$ cat config.mk
export PLATFORM = sky130hd
export DESIGN_NAME = frontend_top
export DESIGN_NICKNAME = d
export VERILOG_FILES = /design/src/rv32i_pkg.sv /design/src/tomasulo_pkg.sv /design/src/pc_unit.sv /design/src/instr_decoder.sv /design/src/instr_queue.sv /design/src/frontend_top.sv
export VERILOG_INCLUDE_DIRS = /design/src
export SDC_FILE = /design/constraint.sdc
export NUM_CORES = 1
export LEC_CHECK = 0
export ABC_AREA = 1
export BUFFER_PORTS_ARGS = -buffer_cell sky130_fd_sc_hd__buf_2
export CORE_ASPECT_RATIO = 0.7
export CORE_UTILIZATION = 35
export CTS_CLUSTER_DIAMETER = 100
export CTS_CLUSTER_SIZE = 30
export DETAILED_ROUTE_END_ITERATION = 7
export GPL_TIMING_DRIVEN = 1
export MAX_ROUTING_LAYER = met4
export PLACE_DENSITY = 0.5
export SYNTH_ARGS = -nofsm -noshare
export SYNTH_HDL_FRONTEND = slang
export SYNTH_HIERARCHICAL = 1
export SYNTH_SLANG_ARGS = --single-unit
$ cat constraint.sdc
create_clock -name clk -period 10.15 [get_ports clk]
set_input_delay 0.5075 -clock clk [delete_from_list [all_inputs] [get_ports clk]]
set_output_delay 0.5075 -clock clk [all_outputs]
set_load 0.05 [all_outputs]
$ cat src/frontend_macros.svh
`ifndef FRONTEND_MACROS_SVH
`define FRONTEND_MACROS_SVH

// entries in the instruction queue
`define IQ_DEPTH 8

// issue credits granted by the back end out of reset
`define IQ_CREDITS 4

// first fetch address
`define RESET_PC 32'h0000_0000

`endif

$ cat src/rv32i_pkg.sv
package rv32i_pkg;

    // one instruction, address or data word
    typedef logic [31:0] word_t;

    // major opcodes, bits [6:0] of the instruction
    typedef enum logic [6:0] {
        op_lui   = 7'b0110111,
        op_auipc = 7'b0010111,
        op_jal   = 7'b1101111,
        op_jalr  = 7'b1100111,
        op_br    = 7'b1100011,
        op_load  = 7'b0000011,
        op_store = 7'b0100011,
        op_imm   = 7'b0010011,
        op_reg   = 7'b0110011,
        op_csr   = 7'b1110011
    } opcode_t;

    // funct3 of the load group
    typedef enum logic [2:0] {
        lb  = 3'b000,
        lh  = 3'b001,
        lw  = 3'b010,
        lbu = 3'b100,
        lhu = 3'b101
    } load_funct3_t;

    // funct3 of the store group
    typedef enum logic [2:0] {
        sb = 3'b000,
        sh = 3'b001,
        sw = 3'b010
    } store_funct3_t;

endpackage : rv32i_pkg

$ cat src/tomasulo_pkg.sv
package tomasulo_pkg;

    // micro-ops understood by the reservation stations
    typedef enum logic [3:0] {
        ARITH,
        LUI,
        AUIPC,
        JAL,
        JALR,
        BRANCH,
        LB,
        LH,
        LW,
        LBU,
        LHU,
        SB,
        SH,
        SW
    } uop_t;

    // one instruction queue entry
    typedef struct packed {
        uop_t               op;
        logic [4:0]         src1_reg;
        logic [4:0]         src2_reg;
        logic [4:0]         rd;
        logic               src2_valid;
        rv32i_pkg::word_t   src2_data;
        logic [2:0]         funct3;
        logic               funct7b;
        // result for lui/auipc/links, taken target for branches
        rv32i_pkg::word_t   target;
        rv32i_pkg::word_t   og_pc;
    } ctrl_word_t;

endpackage : tomasulo_pkg

$ cat src/pc_unit.sv
`timescale 1ns/1ps

`include "frontend_macros.svh"

module pc_unit (
    input  logic              clk,
    input  logic              rst,
    input  logic              ld_pc,
    input  rv32i_pkg::word_t  next_pc,
    input  logic              jalr_done,
    input  rv32i_pkg::word_t  jalr_target,
    input  logic              flush,
    input  rv32i_pkg::word_t  flush_pc,
    output rv32i_pkg::word_t  pc
);

    import rv32i_pkg::*;

    word_t pc_next;
    logic  pc_load;

    // back end redirects win over the decoder
    always_comb begin
        pc_load = 1'b1;
        pc_next = pc;
        if (flush) begin
            pc_next = flush_pc;
        end else if (jalr_done) begin
            pc_next = jalr_target;
        end else if (ld_pc) begin
            pc_next = next_pc;
        end else begin
            pc_load = 1'b0;
        end
    end

    always_ff @(posedge clk) begin
        if (rst) begin
            pc <= `RESET_PC;
        end else if (pc_load) begin
            pc <= pc_next;
        end
    end

    // redirect addresses come from the back end as well as the decoder
    a_pc_aligned : assert property (
        @(posedge clk) disable iff (rst)
        pc_load |=> (pc[1:0] == 2'b00)
    ) else $error("pc loaded with unaligned address %h", pc);

endmodule : pc_unit

$ cat src/instr_decoder.sv
`timescale 1ns/1ps

module instr_decoder (
    input  logic                clk,
    input  logic                rst,
    input  rv32i_pkg::word_t    pc,
    input  logic                imem_resp,
    input  rv32i_pkg::word_t    imem_rdata,
    input  logic                iq_ack,
    input  logic                jalr_done,
    input  logic                flush,
    output logic                imem_read,
    output logic                ld_pc,
    output rv32i_pkg::word_t    next_pc,
    output logic                iq_load,
    output tomasulo_pkg::uop_t  op,
    output logic [4:0]          src1_reg,
    output logic [4:0]          src2_reg,
    output logic [4:0]          rd,
    output logic                src2_valid,
    output rv32i_pkg::word_t    src2_data,
    output logic [2:0]          funct3,
    output logic                funct7b,
    output rv32i_pkg::word_t    target,
    output rv32i_pkg::word_t    og_pc
);

    import rv32i_pkg::*;
    import tomasulo_pkg::*;

    typedef enum logic [2:0] {
        RESET,
        FETCH,
        CREATE,
        STALL,
        JALR_WAIT,
        FLUSH_WAIT
    } state_t;

    state_t  state;
    state_t  state_next;

    // fetched word and the address it came from
    word_t   instr;
    word_t   instr_pc;

    opcode_t opcode;
    word_t   i_imm;
    word_t   s_imm;
    word_t   b_imm;
    word_t   u_imm;
    word_t   j_imm;

    assign opcode = opcode_t'(instr[6:0]);
    assign i_imm  = {{21{instr[31]}}, instr[30:20]};
    assign s_imm  = {{21{instr[31]}}, instr[30:25], instr[11:7]};
    assign b_imm  = {{20{instr[31]}}, instr[7], instr[30:25], instr[11:8], 1'b0};
    assign u_imm  = {instr[31:12], 12'h000};
    assign j_imm  = {{12{instr[31]}}, instr[19:12], instr[20], instr[30:21], 1'b0};

    // the pc moves on in CREATE, so fields use the captured address
    always_ff @(posedge clk) begin
        if (state == FETCH && imem_resp) begin
            instr    <= imem_rdata;
            instr_pc <= pc;
        end
    end

    always_ff @(posedge clk) begin
        if (rst) begin
            state <= RESET;
        end else begin
            state <= state_next;
        end
    end

    always_comb begin
        state_next = state;
        if (flush) begin
            state_next = FLUSH_WAIT;
        end else begin
            case (state)
                RESET:      state_next = FETCH;
                FETCH:      if (imem_resp) state_next = CREATE;
                CREATE, STALL: begin
                    if (iq_ack) begin
                        state_next = (opcode == op_jalr) ? JALR_WAIT : FETCH;
                    end else begin
                        state_next = STALL;
                    end
                end
                JALR_WAIT:  if (jalr_done) state_next = FETCH;
                FLUSH_WAIT: state_next = FETCH;
                default:    state_next = RESET;
            endcase
        end
    end

    // a flush abandons an outstanding fetch when imem_read falls
    assign imem_read = (state == FETCH);
    assign ld_pc     = (state == CREATE);
    assign iq_load   = (state == CREATE) || (state == STALL);

    // jal redirects, everything else falls through
    // a jalr also loads pc+4 here but is refetched only after jalr_done
    assign next_pc = (opcode == op_jal) ? instr_pc + j_imm : instr_pc + 32'd4;

    always_comb begin
        op         = ARITH;
        src1_reg   = instr[19:15];
        src2_reg   = instr[24:20];
        rd         = instr[11:7];
        src2_valid = 1'b0;
        src2_data  = '0;
        funct3     = instr[14:12];
        funct7b    = instr[30];
        target     = instr_pc + 32'd4;
        og_pc      = instr_pc;
        case (opcode)
            op_lui, op_auipc, op_jal: begin
                src1_reg   = '0;
                src2_reg   = '0;
                src2_valid = 1'b1;
                if (opcode == op_lui) begin
                    op     = LUI;
                    target = u_imm;
                end else if (opcode == op_auipc) begin
                    op     = AUIPC;
                    target = instr_pc + u_imm;
                end else begin
                    op     = JAL;
                end
            end
            op_br: begin
                // predicted not taken, keep the taken target for the back end
                op     = BRANCH;
                rd     = '0;
                target = instr_pc + b_imm;
            end
            op_store: begin
                // src2_reg is the store data, the immediate forms the address
                case (store_funct3_t'(instr[14:12]))
                    sb:      op = SB;
                    sh:      op = SH;
                    default: op = SW;
                endcase
                rd         = '0;
                src2_valid = 1'b1;
                src2_data  = s_imm;
            end
            op_load, op_imm, op_csr, op_jalr: begin
                if (opcode == op_load) begin
                    case (load_funct3_t'(instr[14:12]))
                        lb:      op = LB;
                        lh:      op = LH;
                        lbu:     op = LBU;
                        lhu:     op = LHU;
                        default: op = LW;
                    endcase
                end else if (opcode == op_jalr) begin
                    op = JALR;
                end
                src2_reg   = '0;
                src2_valid = 1'b1;
                src2_data  = i_imm;
            end
            default: ;
        endcase
    end

    a_no_load_in_fetch : assert property (
        @(posedge clk) disable iff (rst)
        (state == FETCH) |-> !iq_load
    ) else $error("iq_load raised while fetching");

    // the pc unit must hold the fetch address for the whole read
    a_addr_stable : assert property (
        @(posedge clk) disable iff (rst)
        (imem_read && !imem_resp && !flush && !jalr_done) |=> $stable(pc)
    ) else $error("fetch address changed during a read");

endmodule : instr_decoder

$ cat src/instr_queue.sv
`timescale 1ns/1ps

`include "frontend_macros.svh"

module instr_queue (
    input  logic                clk,
    input  logic                rst,
    input  logic                flush,
    input  logic                iq_load,
    input  tomasulo_pkg::uop_t  op,
    input  logic [4:0]          src1_reg,
    input  logic [4:0]          src2_reg,
    input  logic [4:0]          rd,
    input  logic                src2_valid,
    input  rv32i_pkg::word_t    src2_data,
    input  logic [2:0]          funct3,
    input  logic                funct7b,
    input  rv32i_pkg::word_t    target,
    input  rv32i_pkg::word_t    og_pc,
    input  logic                credit_return,
    output logic                iq_ack,
    output logic                issue_valid,
    output tomasulo_pkg::uop_t  issue_op,
    output logic [4:0]          issue_src1_reg,
    output logic [4:0]          issue_src2_reg,
    output logic [4:0]          issue_rd,
    output logic                issue_src2_valid,
    output rv32i_pkg::word_t    issue_src2_data,
    output logic [2:0]          issue_funct3,
    output logic                issue_funct7b,
    output rv32i_pkg::word_t    issue_target,
    output rv32i_pkg::word_t    issue_og_pc
);

    import tomasulo_pkg::*;

    localparam int DEPTH  = `IQ_DEPTH;
    localparam int PTR_W  = (DEPTH > 1) ? $clog2(DEPTH) : 1;
    localparam int CNT_W  = $clog2(DEPTH + 1);
    localparam int CRED_W = $clog2(`IQ_CREDITS + 1);

    ctrl_word_t         mem [DEPTH];
    ctrl_word_t         wr_word;
    ctrl_word_t         rd_word;
    logic [PTR_W-1:0]   head;
    logic [PTR_W-1:0]   tail;
    logic [CNT_W-1:0]   count;
    logic [CRED_W-1:0]  credits;
    logic               full;
    logic               wr;

    assign full   = (count == CNT_W'(DEPTH));
    assign iq_ack = !full && !flush;
    assign wr     = iq_load && iq_ack;

    assign wr_word = '{op: op, src1_reg: src1_reg, src2_reg: src2_reg, rd: rd,
                       src2_valid: src2_valid, src2_data: src2_data, funct3: funct3,
                       funct7b: funct7b, target: target, og_pc: og_pc};

    always_ff @(posedge clk) begin
        if (wr) begin
            mem[tail] <= wr_word;
        end
    end

    // entries already in the queue are stale once a flush is seen
    assign issue_valid = (count != '0) && (credits != '0) && !flush;
    assign rd_word     = mem[head];

    assign issue_op         = rd_word.op;
    assign issue_src1_reg   = rd_word.src1_reg;
    assign issue_src2_reg   = rd_word.src2_reg;
    assign issue_rd         = rd_word.rd;
    assign issue_src2_valid = rd_word.src2_valid;
    assign issue_src2_data  = rd_word.src2_data;
    assign issue_funct3     = rd_word.funct3;
    assign issue_funct7b    = rd_word.funct7b;
    assign issue_target     = rd_word.target;
    assign issue_og_pc      = rd_word.og_pc;

    always_ff @(posedge clk) begin
        if (rst || flush) begin
            head  <= '0;
            tail  <= '0;
            count <= '0;
        end else begin
            if (wr) begin
                tail <= (tail == PTR_W'(DEPTH - 1)) ? '0 : tail + 1'b1;
            end
            if (issue_valid) begin
                head <= (head == PTR_W'(DEPTH - 1)) ? '0 : head + 1'b1;
            end
            case ({wr, issue_valid})
                2'b10:   count <= count + 1'b1;
                2'b01:   count <= count - 1'b1;
                default: count <= count;
            endcase
        end
    end

    // credits survive a flush because squashed entries come back through credit_return
    always_ff @(posedge clk) begin
        if (rst) begin
            credits <= CRED_W'(`IQ_CREDITS);
        end else begin
            case ({issue_valid, credit_return})
                2'b10:   credits <= credits - 1'b1;
                2'b01:   credits <= credits + 1'b1;
                default: credits <= credits;
            endcase
        end
    end

    // the back end never hands back more than it was given
    a_credit_bound : assert property (
        @(posedge clk) disable iff (rst)
        credit_return |=> (credits <= CRED_W'(`IQ_CREDITS))
    ) else $error("credit count above %0d", `IQ_CREDITS);

    // a write never lands on the live head entry
    a_no_write_full : assert property (
        @(posedge clk) disable iff (rst)
        wr |-> ((count == '0) || (tail != head))
    ) else $error("instruction queue written while full");

endmodule : instr_queue

$ cat src/frontend_top.sv
`timescale 1ns/1ps

module frontend_top (
    input  logic                clk,
    input  logic                rst,
    input  logic                imem_resp,
    input  rv32i_pkg::word_t    imem_rdata,
    input  logic                jalr_done,
    input  rv32i_pkg::word_t    jalr_target,
    input  logic                flush,
    input  rv32i_pkg::word_t    flush_pc,
    input  logic                credit_return,
    output logic                imem_read,
    output rv32i_pkg::word_t    imem_addr,
    output logic                issue_valid,
    output tomasulo_pkg::uop_t  issue_op,
    output logic [4:0]          issue_src1_reg,
    output logic [4:0]          issue_src2_reg,
    output logic [4:0]          issue_rd,
    output logic                issue_src2_valid,
    output rv32i_pkg::word_t    issue_src2_data,
    output logic [2:0]          issue_funct3,
    output logic                issue_funct7b,
    output rv32i_pkg::word_t    issue_target,
    output rv32i_pkg::word_t    issue_og_pc
);

    import rv32i_pkg::*;
    import tomasulo_pkg::*;

    word_t       pc;
    word_t       next_pc;
    logic        ld_pc;
    logic        iq_load;
    logic        iq_ack;

    // control word from decoder to queue
    uop_t        op;
    logic [4:0]  src1_reg;
    logic [4:0]  src2_reg;
    logic [4:0]  rd;
    logic        src2_valid;
    word_t       src2_data;
    logic [2:0]  funct3;
    logic        funct7b;
    word_t       target;
    word_t       og_pc;

    assign imem_addr = pc;

    pc_unit u_pc_unit (
        .clk         (clk),
        .rst         (rst),
        .ld_pc       (ld_pc),
        .next_pc     (next_pc),
        .jalr_done   (jalr_done),
        .jalr_target (jalr_target),
        .flush       (flush),
        .flush_pc    (flush_pc),
        .pc          (pc)
    );

    instr_decoder u_instr_decoder (
        .clk        (clk),
        .rst        (rst),
        .pc         (pc),
        .imem_resp  (imem_resp),
        .imem_rdata (imem_rdata),
        .iq_ack     (iq_ack),
        .jalr_done  (jalr_done),
        .flush      (flush),
        .imem_read  (imem_read),
        .ld_pc      (ld_pc),
        .next_pc    (next_pc),
        .iq_load    (iq_load),
        .op         (op),
        .src1_reg   (src1_reg),
        .src2_reg   (src2_reg),
        .rd         (rd),
        .src2_valid (src2_valid),
        .src2_data  (src2_data),
        .funct3     (funct3),
        .funct7b    (funct7b),
        .target     (target),
        .og_pc      (og_pc)
    );

    instr_queue u_instr_queue (
        .clk              (clk),
        .rst              (rst),
        .flush            (flush),
        .iq_load          (iq_load),
        .op               (op),
        .src1_reg         (src1_reg),
        .src2_reg         (src2_reg),
        .rd               (rd),
        .src2_valid       (src2_valid),
        .src2_data        (src2_data),
        .funct3           (funct3),
        .funct7b          (funct7b),
        .target           (target),
        .og_pc            (og_pc),
        .credit_return    (credit_return),
        .iq_ack           (iq_ack),
        .issue_valid      (issue_valid),
        .issue_op         (issue_op),
        .issue_src1_reg   (issue_src1_reg),
        .issue_src2_reg   (issue_src2_reg),
        .issue_rd         (issue_rd),
        .issue_src2_valid (issue_src2_valid),
        .issue_src2_data  (issue_src2_data),
        .issue_funct3     (issue_funct3),
        .issue_funct7b    (issue_funct7b),
        .issue_target     (issue_target),
        .issue_og_pc      (issue_og_pc)
    );

endmodule : frontend_top

---- Word level (Yosys, flattened, before mapping) ----
Memories as Yosys holds them, arrays and structs flattened. A register that Yosys moved wholly into a read port is not among the register bits.
Index checks and enable logic that the tools add are counted.
cells by class
  add/sub/neg operators ................... 10
  equality and inequality tests ........... 28
  mux-type cells .......................... 36
  reductions and logical operators ........ 27
operators with widths
  operator                                                               count
  32-bit two-way mux                                                     6
  32-bit one-hot mux with 2 select lines                                 2
  32-bit adder                                                           3
  32-bit by 3-bit adder with 32-bit output, second input constant        1
  4-bit one-hot mux with 4 select lines                                  2
  3-bit two-way mux                                                      10
  7-bit equality test, second input constant                             4
  3-bit equality test, second input constant                             6
  5-bit two-way mux                                                      3
  7-bit by 5-bit equality test with 1-bit output, second input constant  2
  7-bit by 6-bit equality test with 1-bit output, second input constant  2
  3-bit one-hot mux with 2 select lines                                  2
  3-bit one-hot mux with 4 select lines                                  1
  3-bit by 1-bit adder with 3-bit output, second input constant          3
  4-bit two-way mux                                                      2
  4-bit one-hot mux with 2 select lines                                  1
  2-bit OR reduction                                                     4
  8-bit OR reduction                                                     1
  7-bit by 2-bit equality test with 1-bit output, second input constant  1
  1-bit two-way mux                                                      7
  7-bit OR reduction                                                     1
  3-bit by 1-bit equality test with 1-bit output, second input constant  2
  3-bit by 2-bit equality test with 1-bit output, second input constant  2
  3-bit zero test                                                        2
  other kinds (17)                                                       31
storage, ports and cells
  register bits ........................... 112
  memory bits (writable) .................. 960
  bits of input ports ..................... 102
  output and inout bits ................... 154
  memories kept ........................... 1
memories
  name               depth  bits a word  rd ports  clocked after Yosys merged registers in  wr ports  line               source
  u_instr_queue.mem  8      120          1         1                                        1         instr_queue.sv:42  ctrl_word_t mem [DEPTH];

---- Depth between registers and ports, before layout ----
Gate-level depths: netlist (run 1).
  depth after elaboration ................. 6
  gate-level depth with buffers ........... 17
  depth with buffers taken out ............ 17

---- By module ----
The synthesis (run 1) kept the hierarchy.
modules (own cells, without submodules)
  module         instances  cells each  area each (um^2)  seq. area each (um^2)
  instr_queue    1          2809        38082.8           29148.0
  instr_decoder  1          1498        9071.2            1981.9
  pc_unit        1          450         2484.9            640.6

---- Least setup slack after synthesis (run 1) ----
Ideal clock, no wire load.
  path kind ............................... input to register
  start ................................... input port flush
  end ..................................... memory u_instr_queue/mem[6][0] (netlist name), enable pin
  setup time .............................. 0.747 ns
  arrival time ............................ 9.021 ns
  required time ........................... 9.403 ns
  path slack .............................. 0.382 ns
  stages .................................. 4
  buffers on the path ..................... 1
  cell sequence ........................... inv_1 nand3_1 buf_2 nor3_1
on the way
  cells in the longest elaborated chain, start to end .. 5
ends and longest elaborated chain
  item                                     line                source
  from (decl)                              frontend_top.sv:10  input logic flush,
  1-bit zero test                          instr_queue.sv:53   assign iq_ack = !full && !flush;
  1-bit logical AND                        instr_queue.sv:53
  1-bit logical AND                        instr_queue.sv:54   assign wr = iq_load && iq_ack;
  1-bit two-way mux                        instr_queue.sv:61   if (wr) begin
  1-bit two-way mux (not written as such)  instr_queue.sv:62   mem[tail] <= wr_word;
  to (decl)                                instr_queue.sv:42
No other way between the ends.

==> results of run 1 <==
-- metal layers --
layer	vias to the layer above	share of wire, %	GRT usage [%]
met2	1077	44	33.69
met5	-	0	-
li1	16690	-	-
met3	125	6.5	3.372
met4	0	1.5	3.521
met1	17690	48	33.00
-- sequential cells by signal, indices dropped and copies added, names as in the netlist, named ones only --
register	count
u_pc_unit/pc	32
u_instr_queue/tail	3
u_instr_queue/head	3
u_instr_decoder/og_pc	32
u_instr_queue/credits	3
u_instr_decoder/instr	32
u_instr_decoder/state	3
u_instr_queue/count	4
u_instr_queue/mem	960
-- what timing repair did --
action / in CTS / in global routing
hold buffers: 11 / 0
endpoints found under the setup margin: 0 / 0
gates resized for setup: 0 / 0
hold endpoints to repair: 11 / 0
-- area by class of cell --
cell class / count / share of cell area (%)
clock inverters: 9 / 0.2791
diodes: 4 / 0.01861
well taps: 1872 / 4.354
multi-input cells: 3078 / 28.25
clock buffers: 54 / 2.084
inverters: 357 / 2.519
repair buffers: 322 / 3.405
flip-flops and latches: 1075 / 59.08
-- critical path, cell delays in order (launching register included) --
cell	delay, ns
dfxtp_4	0.84
buf_4	0.80
buf_4	0.84
buf_4	0.93
o21ai_0	0.25
o22ai_1	0.21
nand2_1	0.07
nand2_1	0.14
buf_2	0.28
-- cells in the mapped netlist (9+ instances only) --
master,n
buf_2,70
a21oi_1,180
ha_1,63
xnor2_1,9
edfxtp_1,1024
o21ai_0,365
nand3b_1,11
nor3_1,38
nor2_1,640
mux2i_1,120
clkbuf_1,98
o22ai_1,123
o21ai_1,215
buf_1,13
dfxtp_1,51
nand3_1,261
inv_1,346
buf_4,36
or2_2,13
nand2_1,921
nand4_1,32
xor2_1,15
inv_2,9
buf_6,28
-- power groups by stage --
stage	Sequential (W)	Clock, W	Combinational (W)
floorplan	0.00503	0	0.000340
global route	0.00493	0.00241	0.000637
finish	0.00493	0.00222	0.000587
CTS	0.00493	0.00228	0.000577
detailed placement	0.00503	0	0.000571
global placement	0.00503	0	0.000570
-- how the worst max path moves through the flow --
stage / from / end / slack [ns] / cells after the start
after floorplan: flush / u_instr_queue/mem[6][0] / 0.38 / 4
after global placement: register / issue_src2_data[5] / 5.07 / 10
after detailed placement: register / issue_src2_valid / 5.07 / 8
final: register / issue_src2_data[20] / 4.42 / 8
after global routing: register / issue_src2_data[16] / 4.00 / 10
after CTS: register / issue_src2_valid / 4.34 / 8
-- through the flow --
step                hold WS (ns)  total power (W)  setup slack, ns
global route            0.003943         0.007979            4.002
global placement          0.4508         0.005602            5.068
floorplan                 0.4458         0.005372           0.3819
CTS                    0.0001182         0.007792            4.343
finish                   0.03542         0.007740            4.419
detailed placement        0.4546         0.005603            5.066
-- cells by family after synthesis --
logic type | Yosys count | synth area share (%)
muxes | 120 | 2.420
buffers and inverters | 604 | 5.490
AOI/OAI and AO/OA | 919 | 9.772
xor gates and xnor gates | 24 | 0.4235
DFF | 1075 | 64.00
and+or+nand+nor | 1948 | 16.14
adders and majority gates | 67 | 1.749
==> run metrics, run 1 <==
outcome complete, no violations; detailed-route via count 35580; post-DR wirelength/cell 23.80 um; commonest non-fill, non-tap cell in the layout edfxtp_1; leak pwr 20.35 nW; clk_lat worst skew 0.65 ns; CP Data Required Time 9.64 ns; flip-flop and latch count after synthesis 1075; flip-flop and latch area 31780 sq um; Sw Share 24.05%; Peak Freq 174.5 MHz; Port-buffer cells 255; Post-Syn Instances 4757; fin crit share 56.46%; CP endpoint kind output pin; Syn Nets 4926; DR DRC count 0; Synth area leader edfxtp_1; FF-to-FF path depth 10; dpl cells 6693; Worst slew margin 17.59%; final worst path period need 5.731 ns; final hold viol count 0; Most used DFF post-synth edfxtp_1; internal power 0.005878 W; post-route ant nets 0; first-pass GRT wire length 232000 um; final max-slew violation count 0; Placed Area 52400 sq um; Area contributors post-synth edfxtp_1 62%, nand2_1 7.0%, nor2_1 4.8%, o21ai_0 3.7%, nand3_1 2.6%; clk sinks 1075; initial core utilization 35.31%; DR iter-0 viols 3703; Core Rows 115; Ys Warns 6; htree depth 2; maximum vdd drop 0.1200 mV; CTS max path bufs 3; GP Congestion 1.058; Hold Crit Endpoint u_instr_decoder/instr[11]; mapped cell area 49640 sq um; GRT Util Overall 22.58%; sequential power share 63.7%; total gr overflow 0; Clock Skew 0.04316 ns; Netlist cell types 53; ys async rst share 0%; antenna violations before repair 5; clock root cell clkbuf_16; unrepaired setup endpoints after global routing no; Inserted Clock Buffers 43; post-route cell area 53790 sq um; Setup TNS 0 ns; worst r2r src u_instr_decoder/instr[4]; DR vias/cell 5.255; die height 317.1 um; CP startpoint kind register; Clk pwr share 28.7%; largest net degree at the start of global routing 158; post-CTS setup buffer count 0; die width 452.1 um; Die ar. 143400 sq um; first drt pass iteration count 7; critical setup path kind reg -> out; Util after Layout 38.26%; post-synthesis average cell area 10.43 sq um; CTS tree built; crit path DAT 5.22 ns; final WL 161100 um; slew at the pin closest to its max-slew limit 1.231 ns; largest fanout on the critical path 90; Logic pwr share 7.6%; cell depth of the worst hold path 1; fin cells 6771; clk slew on worst S/H paths 0.11 ns; Fill cells 13810; share of cells above drive strength 1 8.682%; Area growth syn-to-layout 8.363%; vias in the first global route 33110; class of the worst hold path in -> reg; pwr/cell area 143.9 nW/um^2; area of the multi-input gates 15200 sq um; number of flops mapped to enable cells by yosys 1024; post-synthesis sequential area ratio 64.00%; Setup Viol. Count Final 0; Reg2Reg Setup Slack 5.94 ns; P_sw 0.001862 W; hpwl dp 105100 um; Hold Startpoint imem_rdata[11]; I/O pins 256; R2R Path End u_instr_queue/mem[0][39]; Synth top area share 61.95%; Core ar. 140600 sq um; Nets 5046; most frequent cells in the layout 1024 x edfxtp_1, 921 x nand2_1, 638 x nor2_1; max cap viols 0
No activity file was read; power rests on OpenSTA's default activity.
==> run 2, diff against run 1 <==
ABC_AREA = 0   (was 1)
clock period = 5.26 ns   (was 10.15 ns; I/O delays follow)
==> run metrics, run 2 <==
Tot Pwr 0.01480 W (+91%); final WL 131600 um (-18%); most instantiated library cell after synthesis edfxtp_1; mapped cell area 46820 sq um (-5.7%); number of flops mapped to enable cells by yosys 1024 (unchanged); clk_lat worst skew 0.68 ns (+0.03 ns); Clock Skew 0.05188 ns (+0.008726 ns); Crit path max-delay family compound AO/OA/AOI/OAI gates; leak pwr 16.90 nW (-17%); outcome complete, no violations; Netlist cell types 84 (+58%); flip-flop and latch count after synthesis 1075 (unchanged); final hold viol count 0 (unchanged); CP endpoint kind register; max reg flops 960 (unchanged); CTS tree built; post-cts sizing count 0 (unchanged); crit path from u_instr_decoder/og_pc[8]; Placed Area 50120 sq um (-4.3%); CTS max path bufs 3 (unchanged); critical path depth 13 (+5); slew at the pin closest to its max-slew limit 1.480 ns (+0.2497 ns); commonest non-fill, non-tap cell in the layout edfxtp_1; Ys Warns 6 (unchanged); DR vias/cell 5.438 (+3.5%); worst path cell trace ha_1 -> nand4_1 -> nor2_1 -> a2111oi_2 -> nor4_2 -> a221o_1 -> a211o_1 -> xnor2_1 -> mux2i_1 -> nor2b_1 -> a211o_1 -> a32o_1 -> dlygate4sd3_1; post-DR wirelength/cell 27.98 um (+18%); Port-buffer cells 255 (unchanged); fin crit share 89.07%; CP Data Required Time 5.83 ns (-3.81 ns); Synth Area in Simple Gates 5.083% (-11 points); flip-flop and latch area 31790 sq um (about the same); CTS Hold Bufs 99 (+88); Reg2Reg Setup Slack 0.57 ns (-5.37 ns); FF-to-FF path depth 13 (+3); I/O pins 256 (unchanged); Post-Syn Instances 2619 (-45%); ys async rst share 0% (unchanged); pwr/cell area 282.1 nW/um^2 (+96%); Worst slew margin 1.311% (-16 points); Area contributors post-synth edfxtp_1 66%, mux4_2 12%, dfxtp_1 2.2%, mux2_2 1.9%, ha_1 1.7%; R2R Path End u_pc_unit/pc[22]; Inserted Clock Buffers 44 (+2.3%); first-pass GRT wire length 189700 um (-18%); largest net degree at the start of global routing 169 (+7.0%); Buffers & Inverters on Critical Path 1 (-3); Synth area leader edfxtp_1; CP max stage delay 0.66 ns (-0.27 ns); Setup Viol. Count Final 0 (unchanged); unrepaired setup endpoints after global routing no; vias in the first global route 26520 (-20%); clk sinks 1075 (unchanged); most frequent cells in the layout 1024 x edfxtp_1, 255 x buf_2, 240 x mux4_2; pre-CTS setup slack 0.9720 ns (-4.094 ns); worst r2r src u_instr_decoder/og_pc[8]; max cap viols 0 (unchanged); first drt pass iteration count 5 (-2); crit path DAT 5.25 ns (+0.03 ns); critical setup path kind reg -> reg; post-synthesis sequential area ratio 67.85% (+3.9 points); detailed-route via count 25580 (-28%); fin worst setup slack 0.5749 ns (-3.844 ns); post-route cell area 52480 sq um (-2.4%); DR DRC count 0 (unchanged); Die ar. 135300 sq um (-5.6%); Worst Setup EP u_pc_unit/pc[22]; antenna violations before repair 4 (-1); maximum vdd drop 0.2430 mV (+100%); htree depth 2 (unchanged); clock root cell clkbuf_16; largest reg by FF count u_instr_queue/mem; clk slew on worst S/H paths 0.11 ns (about the same); Synth top area share 65.67% (+3.7 points); Core ar. 131800 sq um (-6.2%); most used cell, CP a211o_1; largest fanout on the critical path 17 (-81%); initial core utilization 35.52% (+0.21 points); post-synthesis average cell area 17.88 sq um (+71%); class of the worst hold path in -> reg; GP Congestion 0.8965 (-15%); DR iter-0 viols 2407 (-35%); XOR/XNOR Fraction of Synth Area 1.665% (+1.2 points); Syn Nets 2788 (-43%); Synth top cells by count 1024 x edfxtp_1, 240 x mux4_2, 99 x nor2_1; Peak Freq 213.4 MHz; Fin Hold WS 0.1091 ns (+0.07364 ns); Most used DFF post-synth edfxtp_1; post-CTS setup buffer count 0 (unchanged); post-synthesis mux area share 15.22% (+13 points); Core Rows 111 (-3.5%); Setup TNS 0 ns (unchanged); GRT Util Overall 19.87% (-2.7 points); final max-slew violation count 0 (unchanged); Synth Area in Compound Gates 5.510% (-4.3 points); largest family of logic cells by synthesized area multiplexers; die width 439.2 um (-2.9%); share of cells above drive strength 1 27.41% (+19 points); die height 308.0 um (-2.9%); CP startpoint kind register; area of the multi-input gates 13880 sq um (-8.7%); post-route ant nets 0 (unchanged); Area growth syn-to-layout 12.08%; Nets 3099 (-39%); total gr overflow 0 (unchanged); Fill cells 11850 (-14%); crit path max-delay cell type edfxtp_1; hpwl dp 83760 um (-20%); adder-cell share of the synthesized area 1.855% (+0.11 points); final worst path period need 4.685 ns
==> run 2: cell count changes after synthesis, moves of 227 or more <==
cell	before	now
nand2_1	921	91
nor2_1	640	99
inv_1	346	29
o21ai_0	365	69
mux4_2	0	240
nand3_1	261	34
==> run 2: how the worst min path moves through the flow <==
stage	start	end	slack, ns	depth (start not counted)
after global routing	credit_return	u_instr_queue/credits[1]	0.12	4
after detailed placement	imem_rdata[6]	u_instr_decoder/instr[6]	0.44	1
after floorplan	rst	u_instr_decoder/state[2]	0.33	1
final	credit_return	u_instr_queue/credits[0]	0.11	4
after CTS	credit_return	u_instr_queue/credits[0]	0.07	4
after global placement	u_pc_unit/pc[0]	u_instr_decoder/og_pc[0]	0.44	0
==> run 2: logic make-up (layout without fill, tap and decap cells) <==
logic type	count (synthesis)	after routing
AO/OA/AOI/OAI	368	368
XOR/XNOR	89	89
adder cells (fa/ha/maj)	67	67
buffers and inverters	192	525
flip-flops	1075	1075
multiplexers	382	382
other	0	1
AND/OR/NAND/NOR	446	446
==> run 2: cell type report <==
class / count / share of cell area [%]
multi-input cells: 1352 / 26.45
clock buffers: 58 / 2.198
inverters: 30 / 0.2146
repair buffers: 427 / 5.984
diodes: 1 / 0.004768
clock inverters: 10 / 0.3982
flip-flops and latches: 1075 / 60.57
well taps: 1751 / 4.175
==> run 2: metal layers <==
metal  part of all wire [%]  vias to the layer above  GRT usage [%]  wire length [um]
met4                    1.7                        0          3.517              2222
met2                     49                      639          32.29             64130
li1                       -                    11120              -                 -
met3                    3.9                      117          1.704              5074
met1                     46                    13700          27.59             60190
met5                      0                        -              -                 0
==> run 2: stage by stage <==
stage / cells / util (%)
3_5_place_dp: 4536 / 38.03
6_report: 4704 / 39.82
2_1_floorplan: 2619 / -
4_1_cts: 4703 / 39.82
5_1_grt: 4703 / 39.82
3_3_place_gp: 4536 / 38.02
==> run 2: report_power, final <==
part | internal, W | switching (W)
Combinational | 0.000363 | 0.000604
Clock | 0.00168 | 0.00268
Sequential | 0.00938 | 0.000106
==> run 2: worst min-delay path, cell delays in order <==
cell,delay (ns)
buf_2,0.09
ha_1,0.21
xor2_1,0.10
nor2_1,0.07
